[src/common/tdc_cfg_pkg.sv]
`default_nettype none

package tdc_cfg_pkg;

    // ====================
    // Counter sizing
    // ====================

    // Bytes used to carry one counter on the output stream
    localparam int COUNTER_BYTES = 2;

    // Counter width follows the byte count
    localparam int COUNTER_WIDTH = COUNTER_BYTES * 8;

    // ====================
    // Record sizing
    // ====================

    // t0, t1 and t2
    localparam int NUM_COUNTERS = 3;

    // Bytes per serialized record
    localparam int REC_BYTES = NUM_COUNTERS * COUNTER_BYTES;

endpackage

`default_nettype wire
[src/common/tdc_rec_pkg.sv]
`default_nettype none

package tdc_rec_pkg;

    // One measurement counter
    typedef logic [tdc_cfg_pkg::COUNTER_WIDTH-1:0] count_t;

    // Saturation value of every counter
    localparam count_t COUNT_MAX = '1;

    // ====================
    // Record layout
    // ====================

    // t0 sits in the lowest word so it leaves the serializer first
    typedef struct packed {
        count_t t2;
        count_t t1;
        count_t t0;
    } rec_fields_t;

    // Byte view of the same 48 bits, byte 0 is t0 low
    typedef logic [tdc_cfg_pkg::REC_BYTES-1:0][7:0] rec_bytes_t;

    // Written through the fields, read out through the bytes
    typedef union packed {
        rec_fields_t f;
        rec_bytes_t  b;
    } rec_word_u;

endpackage

`default_nettype wire

[src/common/tdc_rec_if.sv]
`default_nettype none
`timescale 1ns/10ps

// One finished gate window, strobed for a single cycle
interface tdc_rec_if;

    logic                  rec_valid;
    tdc_rec_pkg::count_t   rec_t0;
    tdc_rec_pkg::count_t   rec_t1;
    tdc_rec_pkg::count_t   rec_t2;
    logic                  rec_t12_valid;

    // Interval core side
    modport producer (
        output rec_valid,
        output rec_t0,
        output rec_t1,
        output rec_t2,
        output rec_t12_valid
    );

    // Serializer side, no ready back to the core
    modport consumer (
        input rec_valid,
        input rec_t0,
        input rec_t1,
        input rec_t2,
        input rec_t12_valid
    );

endinterface

`default_nettype wire

[src/hw/tdc_top.sv]
`default_nettype none
`timescale 1ns/10ps

module tdc_top #(
    parameter int FF_SYNC_DEPTH = 2,
    parameter int DIV_MEAS_FAST = 4
) (
    input  wire        i_clk_tdc,
    input  wire        rst_tdc,
    // Asynchronous inputs
    input  wire        i_gate,
    input  wire        i_meas,
    input  wire        i_meas_fast,
    // Byte stream out
    output logic [7:0] o_m_tdata,
    output logic       o_m_tvalid,
    output logic       o_m_tlast,
    input  wire        i_m_tready,
    output logic       o_overrun
);

    // Edge pulses into the core
    logic s0_pulse;
    logic s1_pulse;

    // Finished window records
    tdc_rec_if rec_if ();

    tdc_edge_decode #(
        .FF_SYNC_DEPTH(FF_SYNC_DEPTH),
        .DIV_MEAS_FAST(DIV_MEAS_FAST)
    ) u_edge_decode (
        .i_clk_tdc  (i_clk_tdc),
        .rst_tdc    (rst_tdc),
        .i_gate     (i_gate),
        .i_meas     (i_meas),
        .i_meas_fast(i_meas_fast),
        .o_s0_pulse (s0_pulse),
        .o_s1_pulse (s1_pulse)
    );

    tdc_interval_core u_interval_core (
        .i_clk_tdc (i_clk_tdc),
        .rst_tdc   (rst_tdc),
        .i_s0_pulse(s0_pulse),
        .i_s1_pulse(s1_pulse),
        .rec       (rec_if.producer)
    );

    tdc_byte_serializer u_byte_serializer (
        .i_clk_tdc (i_clk_tdc),
        .rst_tdc   (rst_tdc),
        .rec       (rec_if.consumer),
        .o_m_tdata (o_m_tdata),
        .o_m_tvalid(o_m_tvalid),
        .o_m_tlast (o_m_tlast),
        .i_m_tready(i_m_tready),
        .o_overrun (o_overrun)
    );

endmodule

`default_nettype wire

[src/hw/tdc_byte_serializer.sv]
`default_nettype none
`timescale 1ns/10ps

module tdc_byte_serializer (
    input  wire         i_clk_tdc,
    input  wire         rst_tdc,
    tdc_rec_if.consumer rec,
    output logic [7:0]  o_m_tdata,
    output logic        o_m_tvalid,
    output logic        o_m_tlast,
    input  wire         i_m_tready,
    output logic        o_overrun
);

    localparam int IDX_W = $clog2(tdc_cfg_pkg::REC_BYTES);
    localparam logic [IDX_W-1:0] IDX_LAST = IDX_W'(tdc_cfg_pkg::REC_BYTES - 1);

    // ====================
    // Holding register
    // ====================

    tdc_rec_pkg::rec_word_u word_q;
    logic [IDX_W-1:0]       byte_idx_q;
    logic                   busy_q;
    logic                   accept;
    logic                   xfer;

    // A new record is taken only when the previous one is fully out
    assign accept = rec.rec_valid && !busy_q;
    assign xfer   = busy_q && i_m_tready;

    always_ff @(posedge i_clk_tdc) begin
        if (accept) begin
            word_q.f.t0 <= rec.rec_t0;
            // Invalid t1/t2 are sent as all ones
            word_q.f.t1 <= rec.rec_t12_valid ? rec.rec_t1 : tdc_rec_pkg::COUNT_MAX;
            word_q.f.t2 <= rec.rec_t12_valid ? rec.rec_t2 : tdc_rec_pkg::COUNT_MAX;
        end
    end

    // ====================
    // Byte walk
    // ====================

    always_ff @(posedge i_clk_tdc or posedge rst_tdc) begin
        if (rst_tdc) begin
            busy_q     <= 1'b0;
            byte_idx_q <= '0;
            o_overrun  <= 1'b0;
        end else begin
            if (accept) begin
                busy_q     <= 1'b1;
                byte_idx_q <= '0;
            end else if (xfer) begin
                if (byte_idx_q == IDX_LAST) begin
                    busy_q <= 1'b0;
                end else begin
                    byte_idx_q <= byte_idx_q + 1'b1;
                end
            end

            // Sticky, a dropped record is never recovered
            if (rec.rec_valid && busy_q) begin
                o_overrun <= 1'b1;
            end
        end
    end

    // Lowest byte first, held steady while ready is low
    assign o_m_tdata  = word_q.b[byte_idx_q];
    assign o_m_tvalid = busy_q;
    assign o_m_tlast  = busy_q && (byte_idx_q == IDX_LAST);

endmodule

`default_nettype wire

[src/hw/tdc_interval_core.sv]
`default_nettype none
`timescale 1ns/10ps

module tdc_interval_core (
    input  wire         i_clk_tdc,
    input  wire         rst_tdc,
    input  wire         i_s0_pulse,
    input  wire         i_s1_pulse,
    tdc_rec_if.producer rec
);

    // First count value of a fresh window
    localparam tdc_rec_pkg::count_t COUNT_ONE = 1;

    // ====================
    // Window state
    // ====================

    // Set by the first gate edge, the window before it is unknown
    logic                started_q;

    // Cycles since the window's opening gate edge
    tdc_rec_pkg::count_t win_cnt_q;

    // At least one measured edge in the current window
    logic                seen_q;

    // Offsets of the first and latest measured edge
    tdc_rec_pkg::count_t first_ofs_q;
    tdc_rec_pkg::count_t last_ofs_q;

    logic s1_in_window;

    // Measured edges on a gate edge go to the new window instead
    assign s1_in_window = started_q && i_s1_pulse && !i_s0_pulse;

    always_ff @(posedge i_clk_tdc or posedge rst_tdc) begin
        if (rst_tdc) begin
            started_q     <= 1'b0;
            win_cnt_q     <= '0;
            seen_q        <= 1'b0;
            rec.rec_valid <= 1'b0;
        end else begin
            // Nothing to report on the very first gate edge
            rec.rec_valid <= i_s0_pulse && started_q;

            if (i_s0_pulse) begin
                started_q <= 1'b1;
                win_cnt_q <= COUNT_ONE;
                seen_q    <= i_s1_pulse;
            end else if (started_q) begin
                // Saturate rather than wrap on a missing gate
                if (win_cnt_q != tdc_rec_pkg::COUNT_MAX) begin
                    win_cnt_q <= win_cnt_q + 1'b1;
                end
                if (i_s1_pulse) begin
                    seen_q <= 1'b1;
                end
            end
        end
    end

    // ====================
    // Offsets and record
    // ====================

    always_ff @(posedge i_clk_tdc) begin
        if (i_s0_pulse) begin
            // Hand the finished window over
            rec.rec_t0        <= win_cnt_q;
            rec.rec_t1        <= first_ofs_q;
            rec.rec_t2        <= last_ofs_q;
            rec.rec_t12_valid <= seen_q;

            // Offset 0 if a measured edge coincides with the gate edge
            first_ofs_q <= '0;
            last_ofs_q  <= '0;
        end else if (s1_in_window) begin
            if (!seen_q) begin
                first_ofs_q <= win_cnt_q;
            end
            last_ofs_q <= win_cnt_q;
        end
    end

endmodule

`default_nettype wire

[src/hw/tdc_edge_decode.sv]
`default_nettype none
`timescale 1ns/10ps

module tdc_edge_decode #(
    parameter int FF_SYNC_DEPTH = 2,
    parameter int DIV_MEAS_FAST = 4
) (
    input  wire  i_clk_tdc,
    input  wire  rst_tdc,
    input  wire  i_gate,
    input  wire  i_meas,
    input  wire  i_meas_fast,
    output logic o_s0_pulse,
    output logic o_s1_pulse
);

    // Bit positions inside each synchronizer stage
    localparam int IDX_GATE = 0;
    localparam int IDX_MEAS = 1;
    localparam int IDX_FAST = 2;
    localparam int SYNC_LAST = FF_SYNC_DEPTH - 1;

    // Divider count width, at least one bit
    localparam int DIV_W = (DIV_MEAS_FAST > 1) ? $clog2(DIV_MEAS_FAST) : 1;
    localparam logic [DIV_W-1:0] DIV_LAST = DIV_W'(DIV_MEAS_FAST - 1);

    // ====================
    // Synchronizers
    // ====================

    // Three chains side by side, stage 0 samples the pins
    logic [FF_SYNC_DEPTH-1:0][2:0] sync_q;
    logic [1:0]                    prev_q;
    logic                          fast_q;
    logic                          gate_edge_q;
    logic                          meas_edge_q;
    logic [DIV_W-1:0]              div_cnt_q;

    logic gate_s;
    logic meas_s;
    logic fast_s;
    logic mode_chg;
    logic meas_sel;

    assign gate_s   = sync_q[SYNC_LAST][IDX_GATE];
    assign meas_s   = sync_q[SYNC_LAST][IDX_MEAS];
    assign fast_s   = sync_q[SYNC_LAST][IDX_FAST];
    assign mode_chg = fast_s ^ fast_q;

    // Undivided edge, or only the edge where the divider sits at zero
    assign meas_sel = fast_q ? (meas_edge_q && (div_cnt_q == '0)) : meas_edge_q;

    always_ff @(posedge i_clk_tdc or posedge rst_tdc) begin
        if (rst_tdc) begin
            sync_q <= '0;
        end else begin
            sync_q[0] <= {i_meas_fast, i_meas, i_gate};
            for (int i = 1; i < FF_SYNC_DEPTH; i++) begin
                sync_q[i] <= sync_q[i-1];
            end
        end
    end

    // ====================
    // Edges and divider
    // ====================

    always_ff @(posedge i_clk_tdc or posedge rst_tdc) begin
        if (rst_tdc) begin
            prev_q      <= '0;
            fast_q      <= 1'b0;
            gate_edge_q <= 1'b0;
            meas_edge_q <= 1'b0;
            div_cnt_q   <= '0;
            o_s0_pulse  <= 1'b0;
            o_s1_pulse  <= 1'b0;
        end else begin
            prev_q      <= {meas_s, gate_s};
            fast_q      <= fast_s;
            gate_edge_q <= gate_s & ~prev_q[0];
            meas_edge_q <= meas_s & ~prev_q[1];

            // Second stage keeps gate and measured paths equally delayed
            o_s0_pulse <= gate_edge_q;
            o_s1_pulse <= meas_sel;

            // Count restarts on any change of the mode input
            if (mode_chg) begin
                div_cnt_q <= '0;
            end else if (fast_q && meas_edge_q) begin
                if (div_cnt_q == DIV_LAST) begin
                    div_cnt_q <= '0;
                end else begin
                    div_cnt_q <= div_cnt_q + 1'b1;
                end
            end
        end
    end

endmodule

`default_nettype wire

[config.mk]
export PLATFORM = sky130hd
export DESIGN_NAME = tdc_top
export DESIGN_NICKNAME = d
export VERILOG_FILES = /design/src/common/tdc_cfg_pkg.sv /design/src/common/tdc_rec_pkg.sv /design/src/common/tdc_rec_if.sv /design/src/hw/tdc_top.sv /design/src/hw/tdc_byte_serializer.sv /design/src/hw/tdc_interval_core.sv /design/src/hw/tdc_edge_decode.sv
export SDC_FILE = /design/constraint.sdc
export NUM_CORES = 1
export LEC_CHECK = 0
export ABC_AREA = 1
export BUFFER_PORTS_ARGS = -buffer_cell sky130_fd_sc_hd__buf_2
export CAP_MARGIN = 20
export CORE_MARGIN = 2
export CORE_UTILIZATION = 27
export CTS_CLUSTER_SIZE = 16
export DETAILED_ROUTE_END_ITERATION = 12
export PLACE_DENSITY = 0.42
export SETUP_SLACK_MARGIN = 0.05
export SLEW_MARGIN = 0
export SYNTH_ARGS = -nofsm -noshare
export SYNTH_HDL_FRONTEND = slang
export SYNTH_SLANG_ARGS = --single-unit
[constraint.sdc]
create_clock -name i_clk_tdc -period 3.16 [get_ports i_clk_tdc]
set_input_delay 0.79 -clock i_clk_tdc [delete_from_list [all_inputs] [get_ports i_clk_tdc]]
set_output_delay 0.79 -clock i_clk_tdc [all_outputs]
set_load 0.01 [all_outputs]
==> results of run 1 <==
[registers in the layout, indices dropped and copies added (netlist names), 2 cells and up]
signal	cells
u_interval_core.last_ofs_q	16
u_edge_decode.prev_q	2
u_interval_core.rec.rec_t2	16
u_interval_core.win_cnt_q	16
u_edge_decode.div_cnt_q	2
u_edge_decode.sync_q	3
u_byte_serializer.byte_idx_q	3
u_byte_serializer.word_q	48
u_interval_core.rec.rec_t0	16
u_interval_core.first_ofs_q	16
u_interval_core.rec.rec_t1	16
[power by group]
part           total, uW  internal (uW)  switching [uW]
sequential          2750           2580             168
combinational        967            328             639
clock               2090           1210             883
total               5810           4120            1690
[metrics by stage]
stage / power, uW / cells / hold WS [ns] / utilization, % / setup WS (ns)
3_3_place_gp: 3770 / 903 / 0.336 / 29.5 / 0.790
3_5_place_dp: 3780 / 903 / 0.335 / 29.5 / 0.768
2_1_floorplan: 3410 / 580 / 0.331 / - / 0.190
4_1_cts: 5890 / 935 / 0.349 / 32.1 / 0.309
5_1_grt: 6130 / 936 / 0.360 / 32.2 / 0.212
6_report: 5810 / 936 / 0.348 / 32.2 / 0.375
[synth_stat cells, drive strengths merged, types with 5 or more instances]
library cell / n / area, sq um
a211oi: 12 / 105
a21oi: 9 / 45.0
buf: 9 / 62.6
clkbuf: 10 / 37.5
dfrtp: 39 / 976
dfxtp: 32 / 641
edfxtp: 97 / 2910
ha: 5 / 62.6
inv: 67 / 251
nand2: 116 / 443
nand3: 36 / 213
nor2: 68 / 285
o21ai: 60 / 338
o22ai: 9 / 56.3
[layout make-up]
| type | count | share of cell area (%) |
|---|---|---|
| clock inverter | 13 | 2.06 |
| multi-input combinational | 324 | 21.5 |
| inverter | 68 | 3.37 |
| sequential | 168 | 59.8 |
| timing repair buffer | 25 | 2.21 |
| tap | 319 | 5.26 |
| clock buffer | 19 | 5.84 |
[worst max-delay path, stage by stage, from the launching register on]
cell,delay (ns)
dfrtp_1,0.53
nor2_1,0.49
o21ai_0,0.15
o21ai_0,0.23
buf_2,0.17
[metal layers]
layer | routed length [um] | vias to the layer above | track usage (%)
li1 | - | 1989 | -
met1 | 6620 | 1834 | 15.8
met2 | 6100 | 87 | 16.5
met3 | 499 | 5 | 3.10
met4 | 70 | 0 | 3.26
met5 | 0 | - | 0
[worst min path at each step]
stage / endpoint / slack (ns) / cells after the start
CTS: u_edge_decode.meas_s / 0.35 / 0
detailed placement: u_edge_decode.meas_s / 0.33 / 0
finish: u_edge_decode.meas_s / 0.35 / 0
global placement: u_edge_decode.fast_s / 0.34 / 0
floorplan: u_edge_decode.fast_s / 0.33 / 0
global route: u_edge_decode.o_s0_pulse / 0.36 / 0
[layout by cell type, fill, tap and decap left out, types with 4 or more instances in the layout]
cell         n
a211oi_1     9
a21oi_1      9
buf_2       16
buf_4        8
clkbuf_16   17
dfrtp_1     38
dfxtp_1     32
edfxtp_1    97
ha_1         5
inv_1       64
inv_6        4
nand2_1    113
nand3_1     31
nand3_2      4
nor2_1      58
nor2_2       7
o21ai_0     50
o21ai_2     10
o22ai_1      9
[cells by family (layout without fill, tap and decap cells)]
family          after synthesis  count (layout)  synth area share, %
flops                       168             168                 69.5
compound gates               93              93                 8.76
xor+xnor                      3               3                0.404
simple gates                223             223                 14.7
buf+inv                      88             125                 5.59
fa+ha+maj                     5               5                0.961
==> results.ini, run 1 <==
[logic_synthesis]
ys_seq_area_share_pct=69.5
ys.flop_type=edfxtp_1
synth_seq_cells=168
synthDistinctLibCells=33
synthCells=580
synth_enable_flop_cells=97
netlist_area_sq_mm=0.00651
synthesis.nets=591
async_reset_ff_share_pct=23.2
avgSynthCellArea_sq_um=11.2
synth_warnings=0

[sta]
finalSetupViolations=0
worst_pin_slew_ns=0.950
clock_skew_ns=0.0125
finalHoldViolCount=0
slew_headroom_pct=36.3
timing.final.crit_share_pct=88.1
rsz0062_at_grt=no
drv_slew=0
fin_crit_ns=2.78
max_freq_ghz=0.359
final.setup.tns_ns=0

[pwr]
p_per_area_mw_per_mm2=766
p_leak_uw=0.00291
peakVddDrop_mv=0.319

[final_layout]
drive_gt1_share_pct=14.9
fin_area_sq_mm=0.00758
area_growth_pct=16.4
multiInputGateArea_sq_mm=0.00163
num-fill-cells=2434
antenna_cells=0
seqCellArea_sq_mm=0.00453
nNetsFinal=615

[critical_path]
cp-start-kind=register
cp_max_fo=12
required_ns=2.37
crit_arrival_ns=1.99
r2r-end=u_interval_core.win_cnt_q[15]
rrSetupSlack_ns=0.93
cp-startpoint=u_byte_serializer.byte_idx_q[1]
r2r_start=u_interval_core.win_cnt_q[1]
critical_path_class=register to output port
end_kind=output port
crit_end=o_m_tdata[6]
ff2ff_path_depth=9

[drt]
drtIter0Drc=356
ant_nets=0
drc=0
num_vias=3915
wl_mm=13.3
dr.pass1.iters=5
viasPerCell=4.18
wl_per_cell_um=14.2

[placed_design]
placed_area_sq_mm=0.00695
portBuffers=16
dpl.hpwl_mm=9.18
globalplace.congestion=0.751

[floorplanning]
initial_core_util_pct=27.7
die_h_um=159
ios=17
die_w_um=159
std_cell_rows=56
die-area_sq_mm=0.0254
fp.coreArea_sq_mm=0.0235

[grt]
grt_max_degree=72
grt_first_pass_wirelength_mm=21.9
antenna_found_initial=0
grt_usage_pct=11.1
grt_pass1_vias=3911
overflow=0

[clocking]
cts_made_buffers=17
cts_tree=built
cts_sinks=168
clkTransAtPathRegs_ns=0.07
h-tree-depth=4
cts_resized=0
max-clock-path-buffers=2
cts_root_buf=clkbuf_16
cts_hold_buf=0
clock_latency_ns=0.42
post_cts_buffers=0

[job]
maxCapViolCount=0

[min_path]
hp-class=register to register
hold_start=u_edge_decode.sync_q[1]

[outcome]
status=completed

Note: power is estimated with default switching activity, not from simulation.
==> run 2: changes to the inputs <==
SYNTH_HIERARCHICAL = 1   (was not set)
==> run 2 against run 1 <==
Compared with the run above: core utilization decreased by 0.47 points; first-iteration DRC count down 31%; via count up 5.5%; critical path type unchanged; combinational power rose by 2%; count of clock-buffer cells in the layout fell by 2; highest routed layer unchanged; final cell count is 7.1% higher; sequential share of layout area is 1.2 points lower; clock skew barely moved; clock power down 4%.
==> results.ini, run 2 <==
[logic_synthesis]
synthesis.nets=655  ; +11%
ys_seq_area_share_pct=67.3  ; -2.2 points
synthCells=644  ; +11%
synth_simple_gate_area_share_pct=16.0  ; +1.3 points
synth_top_family_by_area=simple AND/OR/NAND/NOR gates
netlist_area_sq_mm=0.00673  ; +3.3%
synth_commonest_cells=148 x nand2_1, 98 x inv_1, 97 x edfxtp_1
avgSynthCellArea_sq_um=10.4  ; -7.0%
ys.flop_type=edfxtp_1
synth_enable_flop_cells=97  ; unchanged
yosysTopAreaCell=edfxtp_1
synth_compound_area_share_pct=7.52  ; -1.2 points
synth_xor_area_share_pct=0.651  ; +0.25 points
synth_mux_area_share_pct=0  ; unchanged
async_reset_ff_share_pct=23.2  ; unchanged
synthDistinctLibCells=33  ; unchanged
yosys.cell_count.top_type=nand2_1
synth_warnings=6  ; +6
synth-adder-area-share_pct=0.930  ; -0.030 points
yosys-top-cells-area=edfxtp_1 43%, dfrtp_1 15%, dfxtp_1 9.5%
synth_seq_cells=168  ; unchanged
synth_top_area_share_pct=43.3  ; -1.4 points

[critical_path]
r2r-end=u_interval_core/last_ofs_q[14]
cp-start-kind=register
end_kind=output port
critical_path_class=register to output port
cp-startpoint=u_byte_serializer/byte_idx_q[0]
cp_common_cell=nand2_1
rrSetupSlack_ns=1.02  ; +0.09 ns
r2r_start=u_edge_decode/o_s0_pulse
required_ns=2.37  ; about the same
crit_path_cell_trace=inv_2 -> nand2_1 -> nand3_1 -> nand2_1 -> nand2_1 -> nand2_1 -> buf_2
crit_arrival_ns=1.93  ; -0.06 ns
ff2ff_path_depth=5  ; -4
crit_end=o_m_tdata[1]
crit_path_max_incr_delay_ns=0.52  ; about the same
cp_max_fo=24  ; +12
cp_slowest_cell=dfrtp_1

[placed_design]
pre_cts_ws_ns=0.908  ; +0.140 ns
globalplace.congestion=0.816  ; +8.7%
dpl.hpwl_mm=9.58  ; +4.3%
portBuffers=16  ; unchanged

[final_layout]
seqCellArea_sq_mm=0.00453  ; unchanged
area_growth_pct=15.1
multiInputGateArea_sq_mm=0.00170  ; +4.2%
largest_reg_flops=48  ; unchanged
drive_gt1_share_pct=12.1  ; -2.8 points
largest_register=u_byte_serializer/word_q
final_cell_mix=148 x nand2_1, 98 x inv_1, 97 x edfxtp_1
antenna_cells=0  ; unchanged
nNetsFinal=676  ; +9.9%
layout_commonest_cell=nand2_1
num-fill-cells=2505  ; +2.9%

[job]
maxCapViolCount=0  ; unchanged

[clocking]
post_cts_buffers=0  ; unchanged
cts_tree=built
h-tree-depth=4  ; unchanged
clkTransAtPathRegs_ns=0.07  ; about the same
cts_resized=0  ; unchanged
cts_hold_buf=0  ; unchanged
cts_root_buf=clkbuf_16
clock_latency_ns=0.43  ; about the same
max-clock-path-buffers=2  ; unchanged
cts_made_buffers=17  ; unchanged
cts_sinks=168  ; unchanged

[floorplanning]
fp.coreArea_sq_mm=0.0244  ; +3.6%
std_cell_rows=57  ; +1.8%
ios=17  ; unchanged
initial_core_util_pct=27.6  ; -0.090 points
die_h_um=162  ; +1.6%
die-area_sq_mm=0.0262  ; +3.2%
die_w_um=162  ; +1.6%

[drt]
dr.pass1.iters=4  ; -1
viasPerCell=4.12  ; -1.5%
num_vias=4130  ; +5.5%
wl_per_cell_um=13.7  ; -3.2%
ant_nets=0  ; unchanged
drtIter0Drc=244  ; -31%
drc=0  ; unchanged
wl_mm=13.8  ; +3.6%

[pwr]
p_per_area_mw_per_mm2=740  ; -3.4%
peakVddDrop_mv=0.362  ; +14%
p_leak_uw=0.00324  ; +11%

[outcome]
status=completed

[grt]
overflow=0  ; unchanged
grt_max_degree=61  ; -15%
grt_pass1_vias=4026  ; +2.9%
grt_usage_pct=11.2  ; +0.073 points
antenna_found_initial=0  ; unchanged
grt_first_pass_wirelength_mm=22.4  ; +2.5%

[sta]
slew_headroom_pct=48.4  ; +12 points
fin_crit_ns=2.72  ; -0.0680 ns
rsz0062_at_grt=no
final.setup.tns_ns=0  ; unchanged
worst_pin_slew_ns=0.774  ; -0.176 ns
finalSetupViolations=0  ; unchanged
finalHoldViolCount=0  ; unchanged
max_freq_ghz=0.368  ; +2.5%
drv_slew=0  ; unchanged
setup_slack_ns=0.443  ; +0.0680 ns
timing.final.crit_share_pct=86.0  ; -2.2 points
clock_skew_ns=0.0123  ; -0.000217 ns

[min_path]
hp-class=primary input to async pin

-- run 2: worst min-delay path by stage --
stage	from	end	slack (ns)
CTS	rst_tdc	u_byte_serializer/byte_idx_q[1]	0.31
global placement	u_edge_decode/sync_q[0]	u_edge_decode/gate_s	0.33
floorplan	u_edge_decode/sync_q[2]	u_edge_decode/fast_s	0.33
global route	rst_tdc	u_byte_serializer/byte_idx_q[1]	0.32
finish	rst_tdc	u_byte_serializer/byte_idx_q[1]	0.33
detailed placement	u_edge_decode/gate_edge_q	u_edge_decode/o_s0_pulse	0.34
-- run 2: cell families after synthesis --
group | after synthesis
xor gates and xnor gates | 5
adders and majority gates | 5
DFF | 168
buffers and inverters | 122
AOI/OAI and AO/OA | 91
and+or+nand+nor | 253
-- run 2: report_power, final --
part | internal (uW) | leakage [uW] | total, uW | switching [uW]
Sequential | 2560 | 0.00164 | 2730 | 168
Combinational | 339 | 0.00132 | 983 | 644
Clock | 1050 | 0.000281 | 2010 | 954
Total | 3960 | 0.00324 | 5720 | 1770
-- run 2: stage by stage --
stage	cells	power, uW	cell area, sq um	utilization (%)	hold WS, ns
5_1_grt	1002	6060	7740	31.7	0.318
2_1_floorplan	644	3460	6730	-	0.331
6_report	1002	5720	7740	31.7	0.328
3_3_place_gp	969	3770	7130	29.2	0.334
3_5_place_dp	969	3780	7130	29.2	0.338
4_1_cts	1001	5800	7710	31.6	0.310
-- run 2: area by class of cell --
type / count / area share [%]
multi-input combinational: 354 / 21.9
clock buffer: 17 / 5.50
clock inverter: 15 / 2.00
sequential: 168 / 58.5
timing repair buffer: 21 / 1.78
inverter: 103 / 5.00
tap: 324 / 5.24
-- run 2: worst max-delay path, delay by kind of cell, from the launching register on --
| family | cells | cell delay (ns) |
|---|---|---|
| flip-flops | 1 | 0.52 |
| AND/OR/NAND/NOR | 5 | 0.45 |
| buffers and inverters | 2 | 0.52 |
-- run 2: routing by layer --
metal  part of all wire [%]  global-route usage (%)
met1                     50                    15.4
met2                     45                    17.3
met3                    3.0                    2.53
met4                    2.3                    4.10
met5                      0                       0
==> run 3: changes to the inputs <==
CELL_PAD_IN_SITES_DETAIL_PLACEMENT = 1   (was not set)
CELL_PAD_IN_SITES_GLOBAL_PLACEMENT = 1   (was not set)
GPL_TIMING_DRIVEN = 0   (was not set)
PLACE_DENSITY = 0.49   (was 0.42)
==> run 3 against run 2 <==
Compared with the run above: combinational power up 15%; critical path depth up 2; clock power up 10%; die area unchanged; first-iteration DRC count down 20%; setup slack better by 0.097 ns; highest routed layer unchanged; routed wire length up 18%; via count up 4.0%; register-to-register slack better by 0.23 ns; clock skew down 0.00085 ns; sequential share of layout area down 1.1 points; flip-flop and latch count unchanged.
==> results.ini, run 3 (synthesis results as in run 2) <==
[clocking]
h-tree-depth=4  ; unchanged
clkTransAtPathRegs_ns=0.07  ; about the same
cts_hold_buf=0  ; unchanged
cts_root_buf=clkbuf_16
cts_sinks=168  ; unchanged
post_cts_buffers=0  ; unchanged
max-clock-path-buffers=2  ; unchanged
cts_resized=0  ; unchanged
clock_latency_ns=0.43  ; about the same
cts_made_buffers=17  ; unchanged
cts_tree=built

[critical_path]
ff2ff_path_depth=5  ; unchanged
path_depth=9  ; +2
crit_path_cell_trace=buf_6 -> inv_2 -> buf_6 -> nand2_1 -> nand3_1 -> nand2_1 -> nand2_1 -> nand2_1 -> buf_2
required_ns=2.37  ; about the same
critical_path_class=register to output port
cp_slowest_cell=dfrtp_1
path_delay_family=buffers and inverters
r2r-end=u_interval_core/win_cnt_q[9]
path_buf_inv=4  ; +2
crit_arrival_ns=1.83  ; -0.10 ns
crit_path_max_incr_delay_ns=0.42  ; -0.10 ns
cp-start-kind=register
rrSetupSlack_ns=1.25  ; +0.23 ns
r2r_start=u_edge_decode/o_s0_pulse
cp_max_fo=10  ; -58%
cp_common_cell=nand2_1
end_kind=output port

[grt]
grt_first_pass_wirelength_mm=26.0  ; +16%
grt_pass1_vias=4586  ; +14%
antenna_found_initial=0  ; unchanged
overflow=0  ; unchanged
grt_usage_pct=13.2  ; +2.0 points
grt_max_degree=41  ; -33%

[placed_design]
globalplace.congestion=0.825  ; +1.1%
placed_area_sq_mm=0.00726  ; +1.8%
dpl.hpwl_mm=12.1  ; +26%
portBuffers=16  ; unchanged

[sta]
fin_crit_ns=2.62  ; -0.0975 ns
clock_skew_ns=0.0115  ; -0.000854 ns
drv_slew=0  ; unchanged
timing.final.crit_share_pct=82.9  ; -3.1 points
slew_headroom_pct=44.6  ; -3.8 points
final.setup.tns_ns=0  ; unchanged
rsz0062_at_grt=no
worst_pin_slew_ns=0.830  ; +0.0561 ns
finalSetupViolations=0  ; unchanged
holdWs_ns=0.326  ; -0.00195 ns
max_freq_ghz=0.382  ; +3.7%
finalHoldViolCount=0  ; unchanged

[pwr]
p_clk_share_pct=36.6  ; +1.5 points
switching_power_uw=1770  ; about the same
p_leak_uw=0.00331  ; +2.3%
pwr-share-comb_pct=18.7  ; +1.5 points
seq_power_share_pct=44.7  ; -3.0 points
p_per_area_mw_per_mm2=768  ; +3.8%
peakVddDrop_mv=0.337  ; -6.8%
switching_share_pct=29.2  ; -1.7 points
p_int_uw=4290  ; +8.4%

[final_layout]
drive_gt1_share_pct=13.0  ; +0.87 points
nNetsFinal=692  ; +2.4%
largest_register=u_byte_serializer/word_q
largest_reg_flops=48  ; unchanged
fin_area_sq_mm=0.00789  ; +1.9%
layout_commonest_cell=nand2_1
antenna_cells=0  ; unchanged
area_growth_pct=17.2
final_cell_mix=148 x nand2_1, 98 x inv_1, 97 x edfxtp_1

[min_path]
hp-class=primary input to async pin

[floorplanning]
fp.coreArea_sq_mm=0.0244  ; unchanged
initial_core_util_pct=27.6  ; unchanged
ios=17  ; unchanged
std_cell_rows=57  ; unchanged
die-area_sq_mm=0.0262  ; unchanged
die_h_um=162  ; unchanged
die_w_um=162  ; unchanged

[drt]
num_vias=4296  ; +4.0%
wl_mm=16.2  ; +18%
ant_nets=0  ; unchanged
dr.pass1.iters=4  ; unchanged
drc=0  ; unchanged
wl_per_cell_um=15.9  ; +16%
drtIter0Drc=195  ; -20%
viasPerCell=4.22  ; +2.4%

[outcome]
status=completed

[job]
maxCapViolCount=0  ; unchanged

-- run 3: changes by cell type in the layout (fill, tap and decap cells not counted), moves of 2 or more --
| cell | change |
|---|---|
| buf_12 | +2 |
| bufinv_16 | +4 |
| inv_8 | -2 |
| buf_2 | +5 |
| buf_6 | +3 |
| clkinv_8 | -3 |
| clkinv_2 | +3 |
| inv_6 | -3 |
| buf_4 | -2 |
| clkbuf_1 | +8 |
-- run 3: worst max path at each step --
stage	from	endpoint
floorplan	u_edge_decode/o_s0_pulse	u_interval_core/win_cnt_q[0]
global placement	u_edge_decode/o_s0_pulse	u_interval_core/win_cnt_q[6]
detailed placement	u_byte_serializer/byte_idx_q[0]	o_m_tdata[4]
CTS	u_byte_serializer/byte_idx_q[0]	o_m_tdata[4]
global route	u_byte_serializer/byte_idx_q[0]	o_m_tdata[5]
finish	u_byte_serializer/byte_idx_q[0]	o_m_tdata[5]
-- run 3: worst reg2reg max path, delay by kind of cell, from the launching register on --
family          cells  cell delay [ns]
buf+inv             3             0.99
flops               1             0.54
simple gates        1             0.18
compound gates      1             0.14
-- run 3: layout make-up --
cell class / count / area (sq um)
fillers: 2777 / 16500
flip-flops and latches: 168 / 4530
multi-input cells: 354 / 1700
clock buffers: 18 / 429
well taps: 324 / 405
inverters: 103 / 387
clock inverters: 14 / 196
repair buffers: 18 / 120
plain buffers: 19 / 119
-- run 3: power groups by stage --
| stage | Combinational (uW) | Sequential, uW | Clock [uW] |
|---|---|---|---|
| detailed placement | 1160 | 2750 | 0 |
| floorplan | 752 | 2710 | 0 |
| global placement | 1110 | 2760 | 0 |
| CTS | 1170 | 2710 | 2280 |
| finish | 1130 | 2710 | 2220 |
| global route | 1290 | 2730 | 2360 |
-- run 3: per-stage QoR --
| step | total power, uW | util, % | cells | setup slack [ns] |
|---|---|---|---|---|
| after CTS | 6150 | 32.3 | 1018 | 0.490 |
| final | 6050 | 32.3 | 1018 | 0.541 |
| after detailed placement | 3920 | 29.8 | 986 | 0.958 |
| after floorplan | 3460 | - | 644 | 0.839 |
| after global routing | 6380 | 32.3 | 1018 | 0.398 |
| after global placement | 3870 | 29.6 | 984 | 0.00162 |
-- run 3: metal layers --
metal | GRT usage (%) | up-vias | wire length, um
met5 | 0 | - | 0
met4 | 5.47 | 0 | 399
met3 | 2.89 | 24 | 336
met2 | 21.5 | 51 | 7710
met1 | 17.2 | 2065 | 7740
li1 | - | 2156 | -
